`config.mk`:
```
export PLATFORM = sky130hd
export DESIGN_NAME = wb2sdrc_top
export DESIGN_NICKNAME = d
export VERILOG_FILES = /design/src/design/wb_bus_pkg.sv /design/src/design/sdr_ctrl_pkg.sv /design/src/design/sync_fifo.sv /design/src/design/wb_req_decode.sv /design/src/design/wb2sdrc_top.sv
export SDC_FILE = /design/constraint.sdc
export NUM_CORES = 1
export LEC_CHECK = 0
export ABC_AREA = 1
export BUFFER_PORTS_ARGS = -buffer_cell sky130_fd_sc_hd__buf_2
export CAP_MARGIN = 5
export CELL_PAD_IN_SITES_DETAIL_PLACEMENT = 1
export CELL_PAD_IN_SITES_GLOBAL_PLACEMENT = 1
export CORE_MARGIN = 3
export CORE_UTILIZATION = 52
export CTS_CLUSTER_DIAMETER = 150
export DETAILED_ROUTE_END_ITERATION = 6
export GPL_ROUTABILITY_DRIVEN = 1
export PLACE_DENSITY_LB_ADDON = 0.1
export SYNTH_ARGS = -nofsm -noshare
export SYNTH_HDL_FRONTEND = slang
export SYNTH_SLANG_ARGS = --single-unit
export TNS_END_PERCENT = 100
```
`constraint.sdc`:
```
create_clock -name sdram_clk -period 5.2 [get_ports sdram_clk]
set_clock_uncertainty 0.05 [all_clocks]
set_input_delay 0.78 -clock sdram_clk [delete_from_list [all_inputs] [get_ports sdram_clk]]
set_output_delay 0.78 -clock sdram_clk [all_outputs]
set_load 0.02 [all_outputs]
```
`src/design/wb_bus_pkg.sv`:
```
// Wishbone slave side definitions for the SDRAM bridge
// Word address, data and byte-lane widths with their vector types

package wb_bus_pkg;

  // -------------------------------------------------------------------
  // Bus widths
  // -------------------------------------------------------------------

  // Word address, byte offset already stripped by the master
  localparam int WB_ADDR_W = 30;

  // Data bus width in bits
  localparam int WB_DATA_W = 32;

  // One select bit per byte lane
  localparam int WB_SEL_W  = WB_DATA_W / 8;

  // -------------------------------------------------------------------
  // Vector types
  // -------------------------------------------------------------------

  // Word address as driven on wb_addr_i
  typedef logic [WB_ADDR_W-1:0] wb_addr_t;

  // Read or write data word
  typedef logic [WB_DATA_W-1:0] wb_data_t;

  // Byte lanes
  // Active high when used as a Wishbone select
  // Active low when used as an SDRAM write mask
  typedef logic [WB_SEL_W-1:0] wb_sel_t;

endpackage

```
`src/design/sdr_ctrl_pkg.sv`:
```
// SDRAM controller side definitions for the Wishbone bridge
// Request and write-data queue entries plus the queue depths

package sdr_ctrl_pkg;

  // -------------------------------------------------------------------
  // Queue depths
  // -------------------------------------------------------------------

  // Requests waiting for sdr_req_ack
  localparam int CMD_FIFO_DEPTH   = 4;

  // Write beats waiting for sdr_wr_next
  localparam int WDATA_FIFO_DEPTH = 8;

  // Returned read words
  // Only one read in flight, so this never fills
  localparam int RDATA_FIFO_DEPTH = 4;

  // -------------------------------------------------------------------
  // Queue entries
  // -------------------------------------------------------------------

  // Request command, always a single transfer
  typedef struct packed {
    // Low for write, high for read
    logic                 wr_n;
    // Word address of the transfer
    wb_bus_pkg::wb_addr_t addr;
  } sdr_cmd_t;

  // One write beat with its byte mask
  typedef struct packed {
    // Active low byte write enables
    wb_bus_pkg::wb_sel_t  wr_en_n;
    wb_bus_pkg::wb_data_t data;
  } sdr_wdata_t;

endpackage

```
`src/design/sync_fifo.sv`:
```
// Synchronous first-word-fall-through queue
// Head entry shows on pop_data_o whenever the queue holds data

`timescale 1ns/1ps

module sync_fifo #(
  parameter int WIDTH = 8,
  parameter int DEPTH = 4
) (
  // Clock and asynchronous active-high reset
  input  logic             sdram_clk,
  input  logic             wb_clk_i,
  // Producer side
  input  logic             push_i,
  input  logic [WIDTH-1:0] push_data_i,
  // Consumer side
  input  logic             pop_i,
  // Status flags
  output logic             full_o,
  output logic             empty_o,
  // Current head entry
  output logic [WIDTH-1:0] pop_data_o
);

  // Pointer and occupancy types sized from the depth
  typedef logic [$clog2(DEPTH)-1:0]   ptr_t;
  typedef logic [$clog2(DEPTH+1)-1:0] cnt_t;

  // Entry storage
  logic [WIDTH-1:0] mem [DEPTH];

  // Next slot to write and current head
  ptr_t wr_ptr;
  ptr_t rd_ptr;

  // Number of valid entries
  cnt_t count;

  // Step a pointer and wrap after the last slot
  // Works for depths that are not a power of two
  function automatic ptr_t ptr_inc(input ptr_t ptr);
    ptr_t nxt;
    if (ptr == ptr_t'(DEPTH - 1)) begin
      nxt = '0;
    end else begin
      nxt = ptr + 1'b1;
    end
    return nxt;
  endfunction

  // -------------------------------------------------------------------
  // Storage write
  // -------------------------------------------------------------------
  always_ff @(posedge sdram_clk) begin
    if (push_i) begin
      mem[wr_ptr] <= push_data_i;
    end
  end

  // -------------------------------------------------------------------
  // Pointers and occupancy
  // -------------------------------------------------------------------
  always_ff @(posedge sdram_clk or posedge wb_clk_i) begin
    if (wb_clk_i) begin
      wr_ptr <= '0;
      rd_ptr <= '0;
    end else begin
      if (push_i) begin
        wr_ptr <= ptr_inc(wr_ptr);
      end
      // Head moves on in the cycle after the pop
      if (pop_i) begin
        rd_ptr <= ptr_inc(rd_ptr);
      end
    end
  end

  always_ff @(posedge sdram_clk or posedge wb_clk_i) begin
    if (wb_clk_i) begin
      count <= '0;
    end else begin
      case ({push_i, pop_i})
        2'b10:   count <= count + 1'b1;
        2'b01:   count <= count - 1'b1;
        // Push with pop, or idle
        default: count <= count;
      endcase
    end
  end

  // Flags straight from the count
  assign full_o     = (count == cnt_t'(DEPTH));
  assign empty_o    = (count == '0);

  // Fall-through head word
  assign pop_data_o = mem[rd_ptr];

endmodule

```
`src/design/wb_req_decode.sv`:
```
// Wishbone request decoder for the SDRAM bridge
// Turns each bus cycle into queue pushes and generates the acknowledge

`timescale 1ns/1ps

module wb_req_decode (
  // Clock and asynchronous active-high reset
  input  logic                     sdram_clk,
  input  logic                     wb_clk_i,
  // Wishbone slave port
  input  logic                     wb_stb_i,
  input  logic                     wb_cyc_i,
  input  logic                     wb_we_i,
  input  wb_bus_pkg::wb_addr_t     wb_addr_i,
  input  wb_bus_pkg::wb_data_t     wb_dat_i,
  input  wb_bus_pkg::wb_sel_t      wb_sel_i,
  output logic                     wb_ack_o,
  // Queue status
  input  logic                     cmd_full_i,
  input  logic                     wdata_full_i,
  input  logic                     rdata_empty_i,
  // Command queue push
  output logic                     cmd_push_o,
  output sdr_ctrl_pkg::sdr_cmd_t   cmd_o,
  // Write-data queue push
  output logic                     wdata_push_o,
  output sdr_ctrl_pkg::sdr_wdata_t wdata_o,
  // Read-data queue pop
  output logic                     rdata_pop_o
);

  import wb_bus_pkg::*;
  import sdr_ctrl_pkg::*;

  // Pending read tracking
  typedef enum logic {
    rd_idle,
    rd_wait
  } rd_state_t;

  rd_state_t rd_state;

  // Decoded request
  logic wb_req;
  logic wr_req;
  logic rd_req;

  // Acknowledge terms and read issue
  logic wr_ack;
  logic rd_ack;
  logic rd_issue;

  // Byte enables as SDRAM mask
  wb_sel_t wr_mask_n;

  // -------------------------------------------------------------------
  // Cycle decode
  // -------------------------------------------------------------------

  // Valid cycle needs both strobe and cycle
  assign wb_req = wb_stb_i & wb_cyc_i;
  assign wr_req = wb_req & wb_we_i;
  assign rd_req = wb_req & ~wb_we_i;

  // -------------------------------------------------------------------
  // Acknowledge
  // -------------------------------------------------------------------

  // Write done once both queues take it
  // Held low while either queue is full
  assign wr_ack = wr_req & ~cmd_full_i & ~wdata_full_i;

  // Read done when its data has come back
  assign rd_ack = rd_req & (rd_state == rd_wait) & ~rdata_empty_i;

  assign wb_ack_o = wr_ack | rd_ack;

  // -------------------------------------------------------------------
  // Queue control
  // -------------------------------------------------------------------

  // Only one read forwarded until its data is returned
  assign rd_issue = rd_req & (rd_state == rd_idle) & ~cmd_full_i;

  // Writes push on the acknowledge itself
  assign cmd_push_o   = wr_ack | rd_issue;
  assign wdata_push_o = wr_ack;

  // Acked read consumes the head word
  assign rdata_pop_o  = rd_ack;

  // Select is active high, controller mask active low
  assign wr_mask_n = ~wb_sel_i;

  // Queue entries built from the live bus fields
  assign cmd_o   = sdr_cmd_t'{wr_n: ~wb_we_i, addr: wb_addr_i};
  assign wdata_o = sdr_wdata_t'{wr_en_n: wr_mask_n, data: wb_dat_i};

  // -------------------------------------------------------------------
  // Pending read FSM
  // -------------------------------------------------------------------
  always_ff @(posedge sdram_clk or posedge wb_clk_i) begin
    if (wb_clk_i) begin
      rd_state <= rd_idle;
    end else begin
      case (rd_state)
        rd_idle: begin
          // Read command queued, wait for its data
          if (rd_issue) begin
            rd_state <= rd_wait;
          end
        end
        rd_wait: begin
          if (rd_ack) begin
            rd_state <= rd_idle;
          end
        end
        default: rd_state <= rd_idle;
      endcase
    end
  end

endmodule

```
`src/design/wb2sdrc_top.sv`:
```
// Wishbone to SDRAM controller bridge, single clock domain
// Decoder feeding command and write-data queues, read data queued back

`timescale 1ns/1ps

module wb2sdrc_top (
  // Clock and asynchronous active-high reset
  input  logic                 sdram_clk,
  input  logic                 wb_clk_i,
  // Wishbone slave port
  input  logic                 wb_stb_i,
  input  logic                 wb_cyc_i,
  input  logic                 wb_we_i,
  input  wb_bus_pkg::wb_addr_t wb_addr_i,
  input  wb_bus_pkg::wb_data_t wb_dat_i,
  input  wb_bus_pkg::wb_sel_t  wb_sel_i,
  output logic                 wb_ack_o,
  output wb_bus_pkg::wb_data_t wb_dat_o,
  // SDRAM controller request handshake
  output logic                 sdr_req_o,
  output wb_bus_pkg::wb_addr_t sdr_req_addr_o,
  output logic                 sdr_req_wr_n_o,
  input  logic                 sdr_req_ack_i,
  // Write data path
  output wb_bus_pkg::wb_sel_t  sdr_wr_en_n_o,
  output wb_bus_pkg::wb_data_t sdr_wr_data_o,
  input  logic                 sdr_wr_next_i,
  // Read data path
  input  logic                 sdr_rd_valid_i,
  input  wb_bus_pkg::wb_data_t sdr_rd_data_i
);

  import wb_bus_pkg::*;
  import sdr_ctrl_pkg::*;

  // Command queue
  logic       cmd_push;
  logic       cmd_full;
  logic       cmd_empty;
  sdr_cmd_t   cmd_in;
  sdr_cmd_t   cmd_head;

  // Write-data queue
  logic       wdata_push;
  logic       wdata_full;
  sdr_wdata_t wdata_in;
  sdr_wdata_t wdata_head;

  // Read-data queue
  logic       rdata_pop;
  logic       rdata_empty;

  // -------------------------------------------------------------------
  // Request decoder
  // -------------------------------------------------------------------
  wb_req_decode u_decode (
    .sdram_clk     (sdram_clk),
    .wb_clk_i      (wb_clk_i),
    .wb_stb_i      (wb_stb_i),
    .wb_cyc_i      (wb_cyc_i),
    .wb_we_i       (wb_we_i),
    .wb_addr_i     (wb_addr_i),
    .wb_dat_i      (wb_dat_i),
    .wb_sel_i      (wb_sel_i),
    .wb_ack_o      (wb_ack_o),
    .cmd_full_i    (cmd_full),
    .wdata_full_i  (wdata_full),
    .rdata_empty_i (rdata_empty),
    .cmd_push_o    (cmd_push),
    .cmd_o         (cmd_in),
    .wdata_push_o  (wdata_push),
    .wdata_o       (wdata_in),
    .rdata_pop_o   (rdata_pop)
  );

  // -------------------------------------------------------------------
  // Command queue, popped by the controller acknowledge
  // -------------------------------------------------------------------
  sync_fifo #(
    .WIDTH ($bits(sdr_cmd_t)),
    .DEPTH (CMD_FIFO_DEPTH)
  ) u_cmd_fifo (
    .sdram_clk   (sdram_clk),
    .wb_clk_i    (wb_clk_i),
    .push_i      (cmd_push),
    .push_data_i (cmd_in),
    .pop_i       (sdr_req_ack_i),
    .full_o      (cmd_full),
    .empty_o     (cmd_empty),
    .pop_data_o  (cmd_head)
  );

  // Request held while any command waits
  assign sdr_req_o      = ~cmd_empty;
  assign sdr_req_addr_o = cmd_head.addr;
  assign sdr_req_wr_n_o = cmd_head.wr_n;

  // -------------------------------------------------------------------
  // Write-data queue, one beat per sdr_wr_next
  // -------------------------------------------------------------------
  sync_fifo #(
    .WIDTH ($bits(sdr_wdata_t)),
    .DEPTH (WDATA_FIFO_DEPTH)
  ) u_wdata_fifo (
    .sdram_clk   (sdram_clk),
    .wb_clk_i    (wb_clk_i),
    .push_i      (wdata_push),
    .push_data_i (wdata_in),
    .pop_i       (sdr_wr_next_i),
    .full_o      (wdata_full),
    .empty_o     (),
    .pop_data_o  (wdata_head)
  );

  assign sdr_wr_en_n_o = wdata_head.wr_en_n;
  assign sdr_wr_data_o = wdata_head.data;

  // -------------------------------------------------------------------
  // Read-data queue
  // -------------------------------------------------------------------
  // Full flag unused, a single outstanding read cannot fill it
  sync_fifo #(
    .WIDTH ($bits(wb_data_t)),
    .DEPTH (RDATA_FIFO_DEPTH)
  ) u_rdata_fifo (
    .sdram_clk   (sdram_clk),
    .wb_clk_i    (wb_clk_i),
    .push_i      (sdr_rd_valid_i),
    .push_data_i (sdr_rd_data_i),
    .pop_i       (rdata_pop),
    .full_o      (),
    .empty_o     (rdata_empty),
    .pop_data_o  (wb_dat_o)
  );

endmodule

```
==> results.yml <==
logic_synthesis:
  yosys.area.top_type: "edfxtp_1"
  ys_dominant_reg_cell: "edfxtp_1"
  synth_common_cells: "edfxtp_1 (540), nor2_1 (365), o21ai_0 (253), nand2_1 (147), o21ai_1 (106)"
  ys_types: 31
  yosysSeqAreaShare_pct: 76.3
  syn_nets: 1812
  ys_warn_count: 0
  ys_seq_elements: 565
  synth_area_um2: 22100
  synth_area_leaders: "edfxtp_1 (74%), nor2_1 (6.2%), o21ai_0 (5.7%)"
  synthArstFlopShare_pct: 4.42
  syn_inst: 1685
  synth.most_common_cell: "edfxtp_1"
  synth_top_area_share_pct: 73.5
  synth.avg_cell_area_um2: 13.1
  synth_edf_count: 540
run:
  drv_cap: 0
cells_and_area:
  area_growth_syn_to_layout_pct: 14.8
  seqCellArea_um2: 16900
  multi_input_area_um2: 4630
  drive_gt1_share_pct: 17.7
  fillers: 4107
  layout.nets: 2006
clock_tree:
  clockBufferDepth: 3
  cts.clk_slew.worst_paths_ns: 0.06
  post_cts_resize_count: 0
  cts.sinks: 565
  htree_levels: 2
  cts_tree: "built"
  post-cts-setup-buffer-count: 0
  clock_latency_ns: 0.60
  hold_buffers: 0
  cts_made_buffers: 57
  root_buffer: "clkbuf_16"
drt:
  drtIter0Drc: 1080
  avgRoutedWirePerCell_um: 22.0
  antenna_left: 0
  wirelength_mm: 54.3
  vias_per_cell: 5.64
  drc: 0
  dr_total_vias: 13900
  drtPass1Iterations: 5
setup_path:
  r2r-end: "u_wdata_fifo.mem[2][14]"
  r2r_start: "u_wdata_fifo.count[2]"
  critPathBufInv: 2
  r2r_slack_ns: 2.41
  crit_chain: "buf_4 > nor2_1 > nor2_1 > o21ai_0 > o21ai_0 > nand2_1 > nand2_1 > buf_2"
  r2r_cells: 6
  critPathMaxStageDelay_ns: 0.88
  cp-end-kind: "primary output"
  critPathKind: "reg -> out"
  cp-start-kind: "register"
  worstPathMaxFanout: 99
  cp.required_ns: 4.37
  crit_slowest_cell: "buf_4"
  cp.arrival_ns: 3.38
  crit_family: "buffers and inverters"
global_routing:
  grt_pass1_vias: 15000
  grt_use_total_pct: 24.2
  grt_max_degree: 100
  grt_pass1_wl_mm: 83.8
  antenna_found_initial: 8
  grt-ovfl-total: 0
placement:
  portBuffers: 206
  dp_hpwl_mm: 31.1
  gp_congestion: 0.735
floorplanning:
  core-area_um2: 41400
  dieArea_um2: 44900
  boundaryPins: 207
  initial_utilization_pct: 53.3
  die_width_um: 212
  die_y_um: 212
  row_count: 74
hold_path:
  min_to: "u_rdata_fifo.mem[2][7]"
  hold_start: "sdr_rd_data_i[7]"
  min_path_cells: 1
  min_path_type: "in -> reg"
sta:
  rsz0062_at_grt: "no"
  timing.fmax_mhz: 238
  tightest_slew_ns: 1.08
  final.period_utilization_pct: 80.9
  period_needed_ns: 4.21
  finalSetupTns_ns: 0
  slew_viol_final: 0
  hold_viol_final: 0
  maxSlewHeadroom_pct: 28.0
  setup_viol: 0
power_and_ir_drop:
  switching_power_w: 0.00518
  power.total_w: 0.0141
  clockPowerShare_pct: 27.6
  p_seq_share_pct: 41.2
  powerDensity_nw_per_um2: 559
  peakVddDrop_uv: 381
  p_int_w: 0.00897
  p_comb_share_pct: 31.2
  leakagePower_nw: 9.03
  switching_share_pct: 36.6
run_status:
  status: "completed"
## layer usage
layer,vias to the layer above,routed length [um],global-route usage [%]
met4,10,926,5.96
li1,6443,-,-
met2,285,27800,42.2
met3,72,2560,5.08
met1,7087,22900,31.3
met5,-,75,0
## worst max-delay path by stage
| stage | start | to | slack [ns] | cells past startpoint |
|---|---|---|---|---|
| after detailed placement | u_wdata_fifo.rd_ptr[0] | sdr_wr_data_o[2] | 1.68 | 6 |
| after floorplan | wb_we_i | u_wdata_fifo.mem[0][0] | 1.78 | 5 |
| final | u_wdata_fifo.rd_ptr[0] | sdr_wr_data_o[2] | 0.99 | 8 |
| after global routing | u_wdata_fifo.rd_ptr[0] | sdr_wr_data_o[2] | 0.79 | 6 |
| after CTS | u_wdata_fifo.rd_ptr[0] | sdr_wr_data_o[2] | 1.02 | 6 |
| after global placement | u_wdata_fifo.rd_ptr[0] | sdr_wr_data_o[4] | 1.80 | 7 |
## sequential cells by signal (all words and copies together) (netlist names)
name                 flops
u_rdata_fifo.count       3
u_rdata_fifo.mem       128
u_cmd_fifo.rd_ptr        2
u_wdata_fifo.rd_ptr      3
u_rdata_fifo.rd_ptr      2
u_wdata_fifo.count       4
u_rdata_fifo.wr_ptr      2
u_cmd_fifo.count         3
u_decode.rd_state        1
u_cmd_fifo.mem         124
u_wdata_fifo.wr_ptr      3
u_cmd_fifo.wr_ptr        2
u_wdata_fifo.mem       288
## cells by family after synthesis
kind of cell / Yosys count / synth area share (%)
AOI/OAI and AO/OA: 429 / 10.1
xor gates and xnor gates: 6 / 0.238
adders and majority gates: 21 / 1.26
buffers and inverters: 139 / 2.96
DFF: 565 / 76.3
muxes: 1 / 0.0510
and+or+nand+nor: 524 / 9.02
## power by group through the flow
stage | Clock [W] | Sequential [W] | Combinational, W
2_1_floorplan | 0 | 0.00567 | 0.00310
3_3_place_gp | 0 | 0.00589 | 0.00426
3_5_place_dp | 0 | 0.00592 | 0.00443
4_1_cts | 0.00396 | 0.00583 | 0.00449
5_1_grt | 0.00417 | 0.00588 | 0.00492
6_report | 0.00390 | 0.00583 | 0.00442
## final cells by class
class | instances | area share (%)
flip-flops and latches | 565 | 66.6
inverters | 45 | 0.677
clock buffers | 72 | 6.18
clock inverters | 36 | 0.865
repair buffers | 229 | 4.75
diodes | 3 | 0.0297
multi-input cells | 981 | 18.3
well taps | 532 | 2.63
## placed cells by master (no fill, tap or decap), types with 9 or more instances in the layout
cell	instances
dfrtp_1	20
clkbuf_16	59
ha_1	19
inv_1	36
o21ai_0	253
o22ai_1	63
clkinv_1	16
o21ai_1	106
buf_4	23
clkinv_2	18
nand2_1	147
clkbuf_1	9
nor2_1	353
buf_2	206
edfxtp_1	540
## worst register-to-register path, stage by stage, from the launching register on
cell and delay, ns:
dfrtp_1 0.39, inv_1 0.09, nand3_1 0.12, nand3_2 0.16, or2_2 0.42, nor2_4 0.81
buf_4 0.41
## stage by stage
step	utilization, %	worst slack [ns]	hold slack, ns	cells	instance area (um^2)
floorplan	-	1.78	0.397	1685	22100
global placement	56.8	1.80	0.417	2352	23500
detailed placement	56.8	1.68	0.444	2352	23500
CTS	61.2	1.02	0.307	2460	25300
global route	61.2	0.786	0.315	2463	25300
finish	61.2	0.992	0.339	2463	25300
Note: power is estimated with default switching activity, not from simulation.
